**src/hdl/lineCar_defs.svh**
```systemverilog
`ifndef LINECAR_DEFS_SVH
`define LINECAR_DEFS_SVH

// clocks a raw sensor word must stay stable before it is accepted
`define FILTER_CYCLES 4

// length of one countdown step, four steps in total
`define COUNT_CYCLES 8

// pause before resuming the stored move
`define STOP_CYCLES 16

// half period of the led flashing in count and back
`define FLASH_CYCLES 4

// pwm period and the reduced duty for small corrections
`define PWM_PERIOD 8
`define SLOW_DUTY 3

`endif
```
**src/hdl/navPkg.sv**
```systemverilog
package navPkg;

    typedef enum logic [4:0] {
        idle        = 5'd0,
        start       = 5'd1,
        count       = 5'd2,
        straight    = 5'd3,
        choose      = 5'd4,
        left        = 5'd5,
        right       = 5'd6,
        back        = 5'd7,
        littleLeft  = 5'd8,
        littleRight = 5'd9,
        stop        = 5'd30,
        error       = 5'd31
    } navState_e;

    // d0 is the leftmost digit
    typedef struct packed {
        logic [3:0] d0;
        logic [3:0] d1;
        logic [3:0] d2;
        logic [3:0] d3;
    } digitCodes_t;

    // wheel direction encodings
    localparam logic [1:0] dirForward  = 2'b10;
    localparam logic [1:0] dirBackward = 2'b01;
    localparam logic [1:0] dirOff      = 2'b00;

    typedef struct packed {
        logic [1:0] leftDir;
        logic [1:0] rightDir;
        logic       leftPwm;
        logic       rightPwm;
    } wheelDrive_t;

endpackage

```
**src/hdl/roadPkg.sv**
```systemverilog
package roadPkg;

    // filtered reading of the three track sensors, left in the msb
    typedef enum logic [2:0] {
        errorRoad    = 3'b000,
        littleRight  = 3'b001,
        straightRoad = 3'b010,
        rightRoad    = 3'b011,
        littleLeft   = 3'b100,
        turn101      = 3'b101,
        leftRoad     = 3'b110,
        turn111      = 3'b111
    } roadCode_e;

    typedef struct packed {
        logic left;
        logic mid;
        logic right;
    } sensorBits_t;

    // navigation decodes the word as a code, the display as raw sensors
    typedef union packed {
        roadCode_e   code;
        sensorBits_t sensors;
    } roadReading_u;

endpackage

```
**src/hdl/lineCarTop.sv**
```systemverilog
`timescale 1ns/1ps

module lineCarTop (
    input  logic                clk,
    input  logic                rst,
    input  logic                run,
    input  logic                leftTrack,
    input  logic                midTrack,
    input  logic                rightTrack,
    output logic [15:0]         led,
    output navPkg::digitCodes_t digits,
    output navPkg::wheelDrive_t wheels
);
    import roadPkg::*;
    import navPkg::*;

    roadReading_u road;
    logic         roadStrobe;
    navState_e    state;
    logic [1:0]   countDigit;
    navState_e    storedMove;
    logic         flashOn;

    trackSampler u_sampler (
        .clk        (clk),
        .rst        (rst),
        .leftTrack  (leftTrack),
        .midTrack   (midTrack),
        .rightTrack (rightTrack),
        .road       (road),
        .roadStrobe (roadStrobe)
    );

    routeNavigator u_nav (
        .clk        (clk),
        .rst        (rst),
        .run        (run),
        .road       (road),
        .roadStrobe (roadStrobe),
        .state      (state),
        .countDigit (countDigit),
        .storedMove (storedMove),
        .flashOn    (flashOn)
    );

    // display and motor both follow the navigator state
    statusDisplay u_display (
        .state      (state),
        .countDigit (countDigit),
        .storedMove (storedMove),
        .flashOn    (flashOn),
        .road       (road),
        .led        (led),
        .digits     (digits)
    );

    motorDrive u_motor (
        .clk    (clk),
        .rst    (rst),
        .state  (state),
        .wheels (wheels)
    );

endmodule

```
**src/hdl/motorDrive.sv**
```systemverilog
`timescale 1ns/1ps
`include "lineCar_defs.svh"

module motorDrive (
    input  logic                clk,
    input  logic                rst,
    input  navPkg::navState_e   state,
    output navPkg::wheelDrive_t wheels
);
    import navPkg::*;

    localparam int cntW = $clog2(`PWM_PERIOD);
    localparam logic [3:0] fullDuty = 4'(`PWM_PERIOD);
    localparam logic [3:0] slowDuty = 4'(`SLOW_DUTY);

    logic [cntW-1:0] pwmCnt;
    logic [3:0]      leftDuty;
    logic [3:0]      rightDuty;

    always_ff @(posedge clk or posedge rst) begin
        if (rst)
            pwmCnt <= '0;
        else if (pwmCnt == cntW'(`PWM_PERIOD - 1))
            pwmCnt <= '0;
        else
            pwmCnt <= pwmCnt + 1'b1;
    end

    always_comb begin
        wheels.leftDir  = dirOff;
        wheels.rightDir = dirOff;
        leftDuty        = 4'd0;
        rightDuty       = 4'd0;
        case (state)
            straight, littleLeft, littleRight: begin
                wheels.leftDir  = dirForward;
                wheels.rightDir = dirForward;
                // the inner wheel slows down for a small correction
                leftDuty  = (state == littleLeft) ? slowDuty : fullDuty;
                rightDuty = (state == littleRight) ? slowDuty : fullDuty;
            end
            left, right, back: begin
                wheels.leftDir  = (state == left || state == back) ? dirBackward : dirForward;
                wheels.rightDir = (state == right || state == back) ? dirBackward : dirForward;
                leftDuty        = fullDuty;
                rightDuty       = fullDuty;
            end
            default: begin
                leftDuty  = 4'd0;
                rightDuty = 4'd0;
            end
        endcase
        wheels.leftPwm  = 4'(pwmCnt) < leftDuty;
        wheels.rightPwm = 4'(pwmCnt) < rightDuty;
    end

    pwmOffLeft: assert property (@(posedge clk) disable iff (rst)
        (wheels.leftDir == dirOff) |-> !wheels.leftPwm);
    pwmOffRight: assert property (@(posedge clk) disable iff (rst)
        (wheels.rightDir == dirOff) |-> !wheels.rightPwm);

endmodule

```
**src/hdl/statusDisplay.sv**
```systemverilog
`timescale 1ns/1ps

module statusDisplay (
    input  navPkg::navState_e     state,
    input  logic [1:0]            countDigit,
    input  navPkg::navState_e     storedMove,
    input  logic                  flashOn,
    input  roadPkg::roadReading_u road,
    output logic [15:0]           led,
    output navPkg::digitCodes_t   digits
);
    import navPkg::*;

    logic [4:0] stateBits;
    logic [5:0] middle;
    logic [3:0] moveCode;

    // last digit in back and stop shows where the car resumes
    always_comb begin
        case (storedMove)
            idle:     moveCode = 4'd12;
            straight: moveCode = 4'd1;
            left:     moveCode = 4'd13;
            right:    moveCode = 4'd15;
            back:     moveCode = 4'd11;
            default:  moveCode = 4'd0;
        endcase
    end

    always_comb begin
        stateBits = 5'b00000;
        middle    = 6'b000000;
        digits    = '{4'd0, 4'd0, 4'd0, 4'd0};
        case (state)
            idle: begin
                digits = '{4'd1, 4'd12, 4'd13, 4'd14};
            end
            start: begin
                stateBits = 5'b00001;
                digits    = '{4'd11, 4'd11, 4'd11, 4'd11};
            end
            count: begin
                stateBits = 5'b00010;
                middle    = flashOn ? 6'b000000 : 6'b111111;
                digits    = '{4'd11, 4'd11, 4'd11, {2'b00, 2'd3 - countDigit}};
            end
            straight: begin
                stateBits = 5'b01000;
                middle    = 6'b001100;
                digits    = '{4'd10, 4'd2, 4'd11, 4'd0};
            end
            littleLeft, littleRight: begin
                stateBits = 5'b01000;
                digits    = '{4'd10, 4'd2, 4'd11, 4'd0};
            end
            choose: begin
                stateBits = 5'b11100;
                digits    = '{4'd10, 4'd1, 4'd11, 4'd0};
            end
            left: begin
                stateBits = 5'b10000;
                middle    = 6'b110000;
                digits    = '{4'd10, 4'd3, 4'd11, 4'd0};
            end
            right: begin
                stateBits = 5'b00100;
                middle    = 6'b000011;
                digits    = '{4'd10, 4'd4, 4'd11, 4'd0};
            end
            back: begin
                stateBits = 5'b01010;
                middle    = flashOn ? 6'b000000 : 6'b111111;
                digits    = '{4'd11, 4'd0, 4'd0, moveCode};
            end
            stop: begin
                stateBits = 5'b11100;
                middle    = 6'b111111;
                digits    = '{4'd0, 4'd0, 4'd0, moveCode};
            end
            error: stateBits = 5'b11111;
            default: stateBits = 5'b00000;
        endcase
    end

    assign led = {stateBits, 1'b0, middle, 1'b0, road.sensors};

endmodule

```
**src/hdl/routeNavigator.sv**
```systemverilog
`timescale 1ns/1ps
`include "lineCar_defs.svh"

module routeNavigator (
    input  logic                  clk,
    input  logic                  rst,
    input  logic                  run,
    input  roadPkg::roadReading_u road,
    input  logic                  roadStrobe,
    output navPkg::navState_e     state,
    output logic [1:0]            countDigit,
    output navPkg::navState_e     storedMove,
    output logic                  flashOn
);
    import roadPkg::*;
    import navPkg::*;

    navState_e  nextState;
    navState_e  nextMove;
    logic [4:0] timer;
    logic [2:0] flashTimer;
    logic       straightCp;
    logic       chooseCp;
    logic       leftCp;
    logic       rightCp;
    logic [1:0] rightCount;
    logic       backDone;
    logic       inStraight;
    logic       notJunction;
    logic       countEnd;
    logic       stopEnd;

    assign inStraight  = state inside {straight, navPkg::littleLeft, navPkg::littleRight};
    assign notJunction = road.code != turn111;
    assign countEnd    = (countDigit == 2'd3) && (timer == 5'(`COUNT_CYCLES - 1));
    assign stopEnd     = timer == 5'(`STOP_CYCLES - 1);

    always_comb begin
        nextState = state;
        nextMove  = storedMove;
        case (state)
            idle: if (run) nextState = start;
            start: if (road.code == straightRoad) nextState = count;
            count: if (countEnd) nextState = straight;
            straight, navPkg::littleLeft, navPkg::littleRight: begin
                case (road.code)
                    errorRoad: begin
                        nextState = stop;
                        nextMove  = back;
                    end
                    turn111:              nextState = straightCp ? choose : straight;
                    roadPkg::littleLeft:  nextState = navPkg::littleLeft;
                    roadPkg::littleRight: nextState = navPkg::littleRight;
                    default:              nextState = straight;
                endcase
            end
            choose: begin
                if (chooseCp && road.code == turn111) begin
                    nextState = straight;
                end else if (chooseCp && road.code == turn101) begin
                    nextState = stop;
                    nextMove  = left;
                end
            end
            left: begin
                if (leftCp && road.code == turn111) begin
                    nextState = stop;
                    nextMove  = straight;
                end
            end
            right: begin
                // second junction crossed, the next one ends the right leg
                if (rightCount >= 2'd2 && road.code == turn111) begin
                    nextState = stop;
                    nextMove  = straight;
                end else if (rightCount >= 2'd2 && road.code == turn101) begin
                    nextState = error;
                end
            end
            back: begin
                if (road.code == turn111) begin
                    nextState = stop;
                    nextMove  = backDone ? right : left;
                end
            end
            stop: if (stopEnd) nextState = storedMove;
            error: nextState = error;
            default: nextState = idle;
        endcase
        // run switch off overrides everything
        if (!run)
            nextState = idle;
    end

    always_ff @(posedge clk or posedge rst) begin
        if (rst) begin
            state      <= idle;
            storedMove <= idle;
            timer      <= '0;
            countDigit <= '0;
        end else begin
            state      <= nextState;
            storedMove <= nextMove;
            // timers restart on every state entry
            if (nextState != state) begin
                timer      <= '0;
                countDigit <= '0;
            end else if (state == count && timer == 5'(`COUNT_CYCLES - 1)) begin
                timer      <= '0;
                countDigit <= countDigit + 2'd1;
            end else begin
                timer <= timer + 5'd1;
            end
        end
    end

    // checkpoints arm once the car has left the junction it entered on
    always_ff @(posedge clk or posedge rst) begin
        if (rst) begin
            straightCp <= 1'b0;
            chooseCp   <= 1'b0;
            leftCp     <= 1'b0;
            rightCp    <= 1'b0;
            rightCount <= '0;
            backDone   <= 1'b0;
        end else begin
            straightCp <= inStraight ? (straightCp || notJunction) : (state == count);
            chooseCp   <= (state == choose) && (chooseCp || notJunction);
            leftCp     <= (state == left) && (leftCp || notJunction);
            rightCp    <= (state == right) && (rightCp || notJunction);
            if (state != right)
                rightCount <= '0;
            else if (rightCp && roadStrobe && !notJunction && rightCount != 2'd3)
                rightCount <= rightCount + 2'd1;
            if (state == idle)
                backDone <= 1'b0;
            else if (state == back && !notJunction)
                backDone <= 1'b1;
        end
    end

    // blink source for count and back
    always_ff @(posedge clk or posedge rst) begin
        if (rst) begin
            flashTimer <= '0;
            flashOn    <= 1'b0;
        end else if (state inside {count, back}) begin
            if (flashTimer == 3'(`FLASH_CYCLES - 1)) begin
                flashTimer <= '0;
                flashOn    <= !flashOn;
            end else begin
                flashTimer <= flashTimer + 3'd1;
            end
        end else begin
            flashTimer <= '0;
            flashOn    <= 1'b0;
        end
    end

    stateLegal: assert property (@(posedge clk) disable iff (rst)
        state inside {idle, start, count, straight, choose, left, right, back,
                      navPkg::littleLeft, navPkg::littleRight, stop, error});

endmodule

```
**src/hdl/trackSampler.sv**
```systemverilog
`timescale 1ns/1ps
`include "lineCar_defs.svh"

module trackSampler (
    input  logic                  clk,
    input  logic                  rst,
    input  logic                  leftTrack,
    input  logic                  midTrack,
    input  logic                  rightTrack,
    output roadPkg::roadReading_u road,
    output logic                  roadStrobe
);
    import roadPkg::*;

    sensorBits_t syncFirst;
    sensorBits_t syncSecond;
    logic [3:0]  stableCnt;
    logic        accept;

    // syncFirst is the value syncSecond takes next, so equal means it holds
    assign accept = (syncFirst == syncSecond)
                 && (stableCnt == 4'(`FILTER_CYCLES - 1))
                 && (syncSecond != road.sensors);

    always_ff @(posedge clk or posedge rst) begin
        if (rst) begin
            syncFirst  <= '0;
            syncSecond <= '0;
            stableCnt  <= '0;
            road.code  <= errorRoad;
            roadStrobe <= 1'b0;
        end else begin
            syncFirst  <= '{leftTrack, midTrack, rightTrack};
            syncSecond <= syncFirst;
            // restart the stability count on any change
            if (syncFirst != syncSecond)
                stableCnt <= '0;
            else if (stableCnt != 4'(`FILTER_CYCLES))
                stableCnt <= stableCnt + 4'd1;
            roadStrobe <= accept;
            if (accept)
                road.sensors <= syncSecond;
        end
    end

    // an accepted reading must hold for a full filter window before the next one
    strobeSingle: assert property (@(posedge clk) disable iff (rst)
        roadStrobe |=> !roadStrobe);

endmodule

```
**config.mk**
```make
export PLATFORM = sky130hd
export DESIGN_NAME = lineCarTop
export DESIGN_NICKNAME = d
export VERILOG_FILES = /design/src/hdl/navPkg.sv /design/src/hdl/roadPkg.sv /design/src/hdl/lineCarTop.sv /design/src/hdl/motorDrive.sv /design/src/hdl/statusDisplay.sv /design/src/hdl/routeNavigator.sv /design/src/hdl/trackSampler.sv
export VERILOG_INCLUDE_DIRS = /design/src /design/src/hdl
export SDC_FILE = /design/constraint.sdc
export NUM_CORES = 1
export LEC_CHECK = 0
export CAP_MARGIN = 25
export CORE_MARGIN = 1
export CORE_UTILIZATION = 30
export DETAILED_ROUTE_END_ITERATION = 6
export DONT_BUFFER_PORTS = 1
export GPL_TIMING_DRIVEN = 0
export MAX_ROUTING_LAYER = met4
export PLACE_DENSITY = 0.44
export SETUP_SLACK_MARGIN = 0.1
export SLEW_MARGIN = 20
export SYNTH_ARGS = -nofsm -noshare
export SYNTH_HDL_FRONTEND = slang
export SYNTH_SLANG_ARGS = --single-unit
```
**constraint.sdc**
```tcl
create_clock -name clk -period 5.8 [get_ports clk]
set_input_delay 1.45 -clock clk [delete_from_list [all_inputs] [get_ports clk]]
set_output_delay 1.45 -clock clk [all_outputs]
set_load 0.05 [all_outputs]
```
==> implementation parameters, run 1 <==
Parameter                              Value

Outcome
  Status    completed

Critical path
  Reg-to-Reg Start    u_sampler.road[0]
  Kind of end point of the critical path    output pin
  Critical path data arrival time    3.31 ns
  Number of cell instances on the worst register-to-register path    8
  End of the worst register-to-register path    u_nav.timer[1]
  End of the critical path    led[7]
  Critical path launch point type    flop
  Launch point of the worst path    u_nav.state[0]
  Required time of the worst setup path    4.35 ns
  Startpoint-to-endpoint class of the critical path    flop to output pin
  Critical path fanouts, max    10
  R2R Setup Slk    2.78 ns

STA
  Layout Skew    0.00997 ns
  Final-report max-slew violation count    0
  Transition at the pin with the smallest max-transition slack    1.06 ns
  Setup repair after global routing missed its margin    no
  Worst slew margin relative to its limit    0.296
  Achievable frequency    0.210 GHz
  Minimum clock period after layout    4.76 ns
  Final worst-path cycle share    0.821
  Hold Vio Cnt, Final    0
  Setup violators final    0
  Hold Worst Slack    0.399 ns
  Setup TNS after final layout    0 ns

Yosys
  Number of standard cells after synthesis    368
  Area share of the largest cell type after synthesis    0.352
  Synth Warn #    0
  Cell area after synthesis    0.00306 mm²
  Syn Area/Cell    8.32 µm²
  Leading post-synthesis cells by instance count    sky130_fd_sc_hd__nor2_1 (54), sky130_fd_sc_hd__dfrtp_1 (43), sky130_fd_sc_hd__nand2_1 (33)
  Number of enable flip-flop cells after synthesis    0
  Top post-synthesis cells by area    sky130_fd_sc_hd__dfrtp_1 (35%), sky130_fd_sc_hd__nor2_1 (6.6%), sky130_fd_sc_hd__ha_1 (5.3%), sky130_fd_sc_hd__a21oi_1 (4.3%), sky130_fd_sc_hd__nand2_1 (4.0%)
  Post-synthesis async set-or-reset flop share    1.00
  Sequential fraction of the synthesis area    0.352
  Primary FF master, synth    sky130_fd_sc_hd__dfrtp_1
  Flops & latches, synth    43
  Largest area contributor in the netlist    sky130_fd_sc_hd__dfrtp_1
  Most frequent cell after synthesis    sky130_fd_sc_hd__nor2_1
  Distinct cells, synth    65

GRT
  Number of antenna violations at the first check in global routing    0
  GRT Residual Overflow    0
  First-pass GRT wire length    13.5 mm
  Total routing usage reported by global routing    0.172
  Maximum number of pins on one net before global-route repair    28
  Number of global-route vias before repair    2523

Place
  Last weighted congestion value of the routability-driven placer    0.811
  DP HPWL    6.28 mm
  Number of input and output port buffers inserted    0
  Post-detailed-placement cell area    0.00331 mm²

Routing
  Wirelength, routed    8.34 mm
  Wire per inst    16.2 µm
  Total number of vias    2657
  Remaining routing DRC violations    0
  Antenna-violating nets left    0
  Count of TritonRoute iterations in the first routing pass    4
  DR iter-0 viols    159
  Per-cell via count in the routed design    5.15

Power
  Sequential cell fraction of total power    0.445
  Clock network fraction of design power    0.324
  Design internal power    517 µW
  Power, Total    762 µW
  Maximum ir drop on the vdd rail    0.0000856 V
  Switch Pwr    245 µW
  Power density normalized to cell area    222 mW/mm²
  Switching part of the total    0.322
  Comb power frac    0.231
  LEAKAGE    1.52 nW

Hold path
  Hold crit path type    flop to flop

Floorplanning
  Placement row count    36
  Number of top-level design ports    44
  Initial cell density of the core    0.312
  Horiz. Die Dim    103 µm
  Vertical die dimension    103 µm
  Floorplan core area    0.00982 mm²
  Die ar.    0.0106 mm²

Clocking
  Insertion delay of the later-clocked pin in the worst-skew pair    0.30 ns
  Clock sink total    43
  TritonCTS clock tree    yes
  Cts-stage hold buffer count    0
  CTS root buffer    sky130_fd_sc_hd__clkbuf_8
  Number of levels the H-tree was split into    2
  Clock-pin transition on the worst setup and hold timing paths    0.09 ns
  TritonCTS Buffers    5
  Maximum buffer depth of the clock tree    2
  Post-CTS Resized    0
  Setup fix buffers added after clock tree synthesis    0

Finish
  Fin nets    401
  Final standard cell area without fillers    0.00343 mm²
  Filler cells    1080
  Layout cells sized above 1    0.136
  Area Growth Syn to Fin    12.1%
  Post-route core utilization    0.349
  Number of diodes added for antenna fixing    0

Run
  Max-cap violations    0
-- cell type report --
cell class / instances / area (µm²) / share of cell area
Multi-Input combinational cell: 279 / 1790 / 0.523
Tap cell: 133 / 166 / 0.0485
Clock inverter: 2 / 35.0 / 0.0102
Sequential cell: 43 / 1080 / 0.314
Timing Repair Buffer: 5 / 42.5 / 0.0124
Buffer: 32 / 173 / 0.0503
Inverter: 16 / 60.1 / 0.0175
Clock buffer: 6 / 82.6 / 0.0241
-- metrics by stage --
step | std cells | setup slack (ns)
floorplan | 370 | 1.57
global placement | 503 | 1.13
detailed placement | 508 | 1.36
CTS | 516 | 1.02
global route | 516 | 0.872
finish | 516 | 1.04
-- logic make-up (layout without fill, tap and decap cells) --
kind of cell | Yosys count | count (layout) | synth area share
compound gates | 91 | 91 | 0.209
xor+xnor | 16 | 16 | 0.0458
fa+ha+maj | 14 | 14 | 0.0564
buf+inv | 48 | 61 | 0.0760
flops | 43 | 43 | 0.352
mux | 2 | 2 | 0.00654
other cells | 1 | 3 | 0.00123
simple gates | 153 | 153 | 0.253
-- sequential cells by signal, summed over array words and instances, names as in the netlist, 2 cells and up --
signal	flops
u_sampler.syncFirst	3
u_sampler.road	3
u_nav.timer	5
u_sampler.syncSecond	3
u_nav.state	5
u_motor.pwmCnt	3
u_nav.storedMove	3
u_nav.flashTimer	3
u_nav.rightCount	2
u_nav.countDigit	2
u_sampler.stableCnt	4
-- layer usage --
layer / vias up / wire length [µm] / track usage
met4: 0 / 67 / 0.0336
met2: 56 / 3940 / 0.281
met5: - / 0 / -
met1: 1290 / 3920 / 0.219
met3: 7 / 405 / 0.0373
li1: 1304 / - / -
-- worst min-delay path by stage --
stage	from	slack, ns	endpoint	cells past startpoint
after floorplan	u_sampler.syncFirst[0]	0.37	u_sampler.syncSecond[0]	0
after global placement	u_sampler.syncFirst[1]	0.38	u_sampler.syncSecond[1]	0
after detailed placement	u_sampler.syncFirst[0]	0.38	u_sampler.syncSecond[0]	0
after CTS	u_sampler.syncFirst[0]	0.40	u_sampler.syncSecond[0]	0
after global routing	u_sampler.syncFirst[0]	0.41	u_sampler.syncSecond[0]	0
final	u_sampler.syncFirst[0]	0.40	u_sampler.syncSecond[0]	0
-- power groups by stage --
stage	Clock [mW]	Sequential [mW]	Combinational (mW)
after floorplan	0	0.341	0.144
after global placement	0	0.345	0.169
after detailed placement	0	0.345	0.177
after CTS	0.257	0.339	0.177
after global routing	0.268	0.343	0.195
final	0.247	0.339	0.176
-- critical path: stages, from the launching register on --
cell and delay, ns:
sky130_fd_sc_hd__dfrtp_1 0.43, sky130_fd_sc_hd__buf_2 0.26, sky130_fd_sc_hd__clkbuf_1 0.43, sky130_fd_sc_hd__clkbuf_1 0.49, sky130_fd_sc_hd__a21oi_1 0.13, sky130_fd_sc_hd__o22a_1 0.21
sky130_fd_sc_hd__nor2_1 0.72, sky130_fd_sc_hd__buf_4 0.34
-- placed cells by master (no fill, tap or decap), types with 3 or more instances in the layout --
| master | Yosys | final |
|---|---|---|
| sky130_fd_sc_hd__a21oi_1 | 26 | 25 |
| sky130_fd_sc_hd__buf_2 | 6 | 6 |
| sky130_fd_sc_hd__or3_1 | 3 | 3 |
| sky130_fd_sc_hd__dfrtp_1 | 43 | 43 |
| sky130_fd_sc_hd__nand2_1 | 33 | 33 |
| sky130_fd_sc_hd__o22a_1 | 3 | 3 |
| sky130_fd_sc_hd__nor2b_1 | 6 | 6 |
| sky130_fd_sc_hd__nand3_1 | 12 | 12 |
| sky130_fd_sc_hd__conb_1 | 1 | 3 |
| sky130_fd_sc_hd__nor3_1 | 10 | 10 |
| sky130_fd_sc_hd__ha_1 | 13 | 13 |
| sky130_fd_sc_hd__inv_1 | 15 | 14 |
| sky130_fd_sc_hd__buf_4 | 8 | 10 |
| sky130_fd_sc_hd__nor3b_1 | 4 | 4 |
| sky130_fd_sc_hd__buf_1 | 5 | 7 |
| sky130_fd_sc_hd__o21ai_0 | 16 | 12 |
| sky130_fd_sc_hd__o21ai_1 | 1 | 5 |
| sky130_fd_sc_hd__o21a_1 | 3 | 3 |
| sky130_fd_sc_hd__clkbuf_8 | 0 | 6 |
| sky130_fd_sc_hd__nor2_1 | 54 | 54 |
| sky130_fd_sc_hd__clkbuf_1 | 11 | 11 |
| sky130_fd_sc_hd__nor3_2 | 3 | 3 |
| sky130_fd_sc_hd__or2_2 | 4 | 4 |
| sky130_fd_sc_hd__xnor2_1 | 14 | 14 |
| sky130_fd_sc_hd__nand2b_1 | 5 | 5 |
| sky130_fd_sc_hd__a211oi_1 | 5 | 4 |
| sky130_fd_sc_hd__a31oi_1 | 5 | 4 |
| sky130_fd_sc_hd__o21bai_1 | 4 | 4 |
(Power assumes the default switching activity.)
==> run 2, diff against run 1 <==
--- a/config.mk
+++ b/config.mk
@@ -13,7 +13,7 @@
 export DONT_BUFFER_PORTS = 1
 export GPL_TIMING_DRIVEN = 0
 export MAX_ROUTING_LAYER = met4
-export PLACE_DENSITY = 0.44
+export PLACE_DENSITY = 0.45
 export SETUP_SLACK_MARGIN = 0.1
 export SLEW_MARGIN = 20
 export SYNTH_ARGS = -nofsm -noshare
==> constraint.sdc (replaced) <==
create_clock -name clk -period 4.35 [get_ports clk]
set_input_delay 1.0875 -clock clk [delete_from_list [all_inputs] [get_ports clk]]
set_output_delay 1.0875 -clock clk [all_outputs]
set_load 0.05 [all_outputs]
==> implementation parameters, run 2 (synthesis results as in run 1) <==
Parameter                              Value

Outcome
  Status    completed

Routing
  Wire per inst    16.3 µm (+0.94%)
  Wirelength, routed    8.43 mm (+1.1%)
  Total number of vias    2673 (+0.60%)
  Count of TritonRoute iterations in the first routing pass    4 (unchanged)
  Per-cell via count in the routed design    5.17 (+0.41%)
  Antenna-violating nets left    0 (unchanged)
  Remaining routing DRC violations    0 (unchanged)
  DR iter-0 viols    180 (+13%)

Hold path
  Cells on Worst Hold Path    0 (unchanged)
  Hold crit path type    flop to flop
  Worst Min Path Start    u_sampler.syncFirst[2]
  Hold Path End    u_sampler.syncSecond[2]

STA
  Worst slew margin relative to its limit    0.299 (+0.00304)
  Final worst-path cycle share    0.942
  Minimum clock period after layout    4.10 ns
  Hold Vio Cnt, Final    0 (unchanged)
  Transition at the pin with the smallest max-transition slack    1.05 ns (-0.0101 ns)
  Layout Skew    0.0141 ns (+0.00412 ns)
  Setup TNS after final layout    0 ns (unchanged)
  Final-report max-slew violation count    0 (unchanged)
  Achievable frequency    0.244 GHz
  Post-route worst setup slack    0.252 ns (-0.789 ns)
  Setup violators final    0 (unchanged)
  Setup repair after global routing missed its margin    yes

Critical path
  Critical path fanouts, max    10 (unchanged)
  Critical path launch point type    flop
  Crit path max-delay cell type    sky130_fd_sc_hd__clkbuf_1
  Required time of the worst setup path    3.26 ns (-1.09 ns)
  Maximum cell stage delay along the critical path    0.50 ns (-0.22 ns)
  Cell family contributing the most delay on the critical path    buffers and inverters
  Critical path data arrival time    3.01 ns (-0.30 ns)
  End of the worst register-to-register path    u_nav.timer[1]
  Most frequent CP cell    sky130_fd_sc_hd__clkbuf_1
  Launch point of the worst path    u_nav.state[0]
  Buffer and inverter count on the worst path    4 (unchanged)
  Kind of end point of the critical path    output pin
  Number of cell instances on the worst register-to-register path    8 (unchanged)
  Critical path, cell by cell    buf_2 -> clkbuf_1 -> clkbuf_1 -> a21oi_1 -> o22a_1 -> nor2_2 -> buf_4
  Startpoint-to-endpoint class of the critical path    flop to output pin
  R2R Setup Slk    1.33 ns (-1.45 ns)
  Reg-to-Reg Start    u_nav.state[4]

Finish
  Area Growth Syn to Fin    12.7%
  Filler cells    1066 (-1.3%)
  Fin nets    402 (+0.25%)
  Leading cell type in the layout, fill and taps excluded    sky130_fd_sc_hd__nor2_1
  Final standard cell area without fillers    0.00345 mm² (+0.58%)
  Top library cells by usage in the layout, fill and taps aside    sky130_fd_sc_hd__nor2_1 (52), sky130_fd_sc_hd__dfrtp_1 (43), sky130_fd_sc_hd__nand2_1 (33)
  Number of diodes added for antenna fixing    0 (unchanged)
  Layout cells sized above 1    0.146 (+0.0101)
  Largest registers ranked by flip-flop count    u_nav.state x5, u_nav.timer x5, u_sampler.stableCnt x4

Floorplanning
  Placement row count    36 (unchanged)
  Horiz. Die Dim    103 µm (unchanged)
  Initial cell density of the core    0.312 (unchanged)
  Number of top-level design ports    44 (unchanged)
  Vertical die dimension    103 µm (unchanged)
  Floorplan core area    0.00982 mm² (unchanged)
  Die ar.    0.0106 mm² (unchanged)

GRT
  First-pass GRT wire length    13.8 mm (+2.7%)
  Number of antenna violations at the first check in global routing    0 (unchanged)
  Number of global-route vias before repair    2634 (+4.4%)
  Layer with the highest usage after global routing    met2
  Met1 usage in global routing    0.222 (+0.00339)
  GR met2 Demand/Resource    0.289 (+0.00872)
  Maximum number of pins on one net before global-route repair    25 (-11%)
  Total routing usage reported by global routing    0.178 (+0.00666)
  Met3 routing resource usage after global routing    0.0366 (-0.000678)
  GRT Residual Overflow    0 (unchanged)

Power
  Comb power frac    0.229 (-0.002)
  Clock network fraction of design power    0.329 (+0.005)
  Switch Pwr    335 µW (+37%)
  Design internal power    690 µW (+33%)
  Switching part of the total    0.327 (+0.00515)
  Power density normalized to cell area    297 mW/mm² (+34%)
  LEAKAGE    1.53 nW (+0.77%)
  Maximum ir drop on the vdd rail    0.000125 V (+46%)
  Power, Total    1.03 mW (+34%)
  Sequential cell fraction of total power    0.442 (-0.003)

Clocking
  Cts-stage hold buffer count    0 (unchanged)
  Number of levels the H-tree was split into    2 (unchanged)
  TritonCTS Buffers    5 (unchanged)
  Clock sink total    43 (unchanged)
  Clock-pin transition on the worst setup and hold timing paths    0.09 ns (about the same)
  TritonCTS clock tree    yes
  Insertion delay of the later-clocked pin in the worst-skew pair    0.31 ns (about the same)
  Maximum buffer depth of the clock tree    2 (unchanged)
  Setup fix buffers added after clock tree synthesis    0 (unchanged)
  CTS root buffer    sky130_fd_sc_hd__clkbuf_8

Place
  DP HPWL    6.38 mm (+1.6%)
  Worst setup slack after placement    0.268 ns (-1.09 ns)
  Number of input and output port buffers inserted    0 (unchanged)
  Last weighted congestion value of the routability-driven placer    0.801 (-1.2%)
  Post-detailed-placement cell area    0.00331 mm² (about the same)

Run
  Max-cap violations    0 (unchanged)
run 2: changes by cell type in the layout (fill, tap and decap cells not counted):
| cell | change |
|---|---|
| sky130_fd_sc_hd__a31oi_1 | +1 |
| sky130_fd_sc_hd__a31oi_2 | -1 |
| sky130_fd_sc_hd__buf_1 | -1 |
| sky130_fd_sc_hd__buf_4 | +1 |
| sky130_fd_sc_hd__clkbuf_1 | -1 |
| sky130_fd_sc_hd__clkbuf_2 | +2 |
| sky130_fd_sc_hd__nor2_1 | -2 |
| sky130_fd_sc_hd__nor2_2 | +2 |
| sky130_fd_sc_hd__o32ai_2 | -1 |
| sky130_fd_sc_hd__o32ai_4 | +1 |
run 2: layout make-up:
| type | count | area (µm²) | share of cell area |
|---|---|---|---|
| multi-input cells | 279 | 1800 | 0.523 |
| repair buffers | 6 | 50.0 | 0.0145 |
| clock inverters | 2 | 35.0 | 0.0102 |
| flip-flops and latches | 43 | 1080 | 0.312 |
| well taps | 133 | 166 | 0.0482 |
| plain buffers | 32 | 175 | 0.0508 |
| clock buffers | 6 | 82.6 | 0.0239 |
| inverters | 16 | 60.1 | 0.0174 |
run 2: through the flow:
stage               hold WS (ns)  std cells   util
floorplan                  0.373        370      -
global placement           0.380        503  0.329
detailed placement         0.380        509  0.337
CTS                        0.402        517  0.351
global route               0.407        517  0.351
finish                     0.396        517  0.351
run 2: worst max path at each step:
stage / to / depth (start not counted)
detailed placement: led[7] / 7
global placement: wheels[1] / 8
global route: led[7] / 7
finish: led[7] / 7
floorplan: wheels[0] / 9
CTS: digits[7] / 8
run 2: routing by layer:
layer / vias to the layer above / share of wire
li1: 1308 / -
met1: 1289 / 0.45
met2: 71 / 0.47
met3: 5 / 0.071
met4: 0 / 0.0072
met5: - / 0
run 2: what timing repair did:
item	4_1_cts	5_1_grt
endpoints found under the hold margin	0	0
resized for setup	3	3
setup endpoints to repair	3	4
run 2: power groups by stage:
| stage | sequential, mW | clock [mW] | combinational (mW) |
|---|---|---|---|
| finish | 0.453 | 0.337 | 0.235 |
| global route | 0.457 | 0.362 | 0.263 |
| CTS | 0.453 | 0.349 | 0.237 |
| detailed placement | 0.461 | 0 | 0.236 |
| global placement | 0.460 | 0 | 0.226 |
| floorplan | 0.454 | 0 | 0.192 |
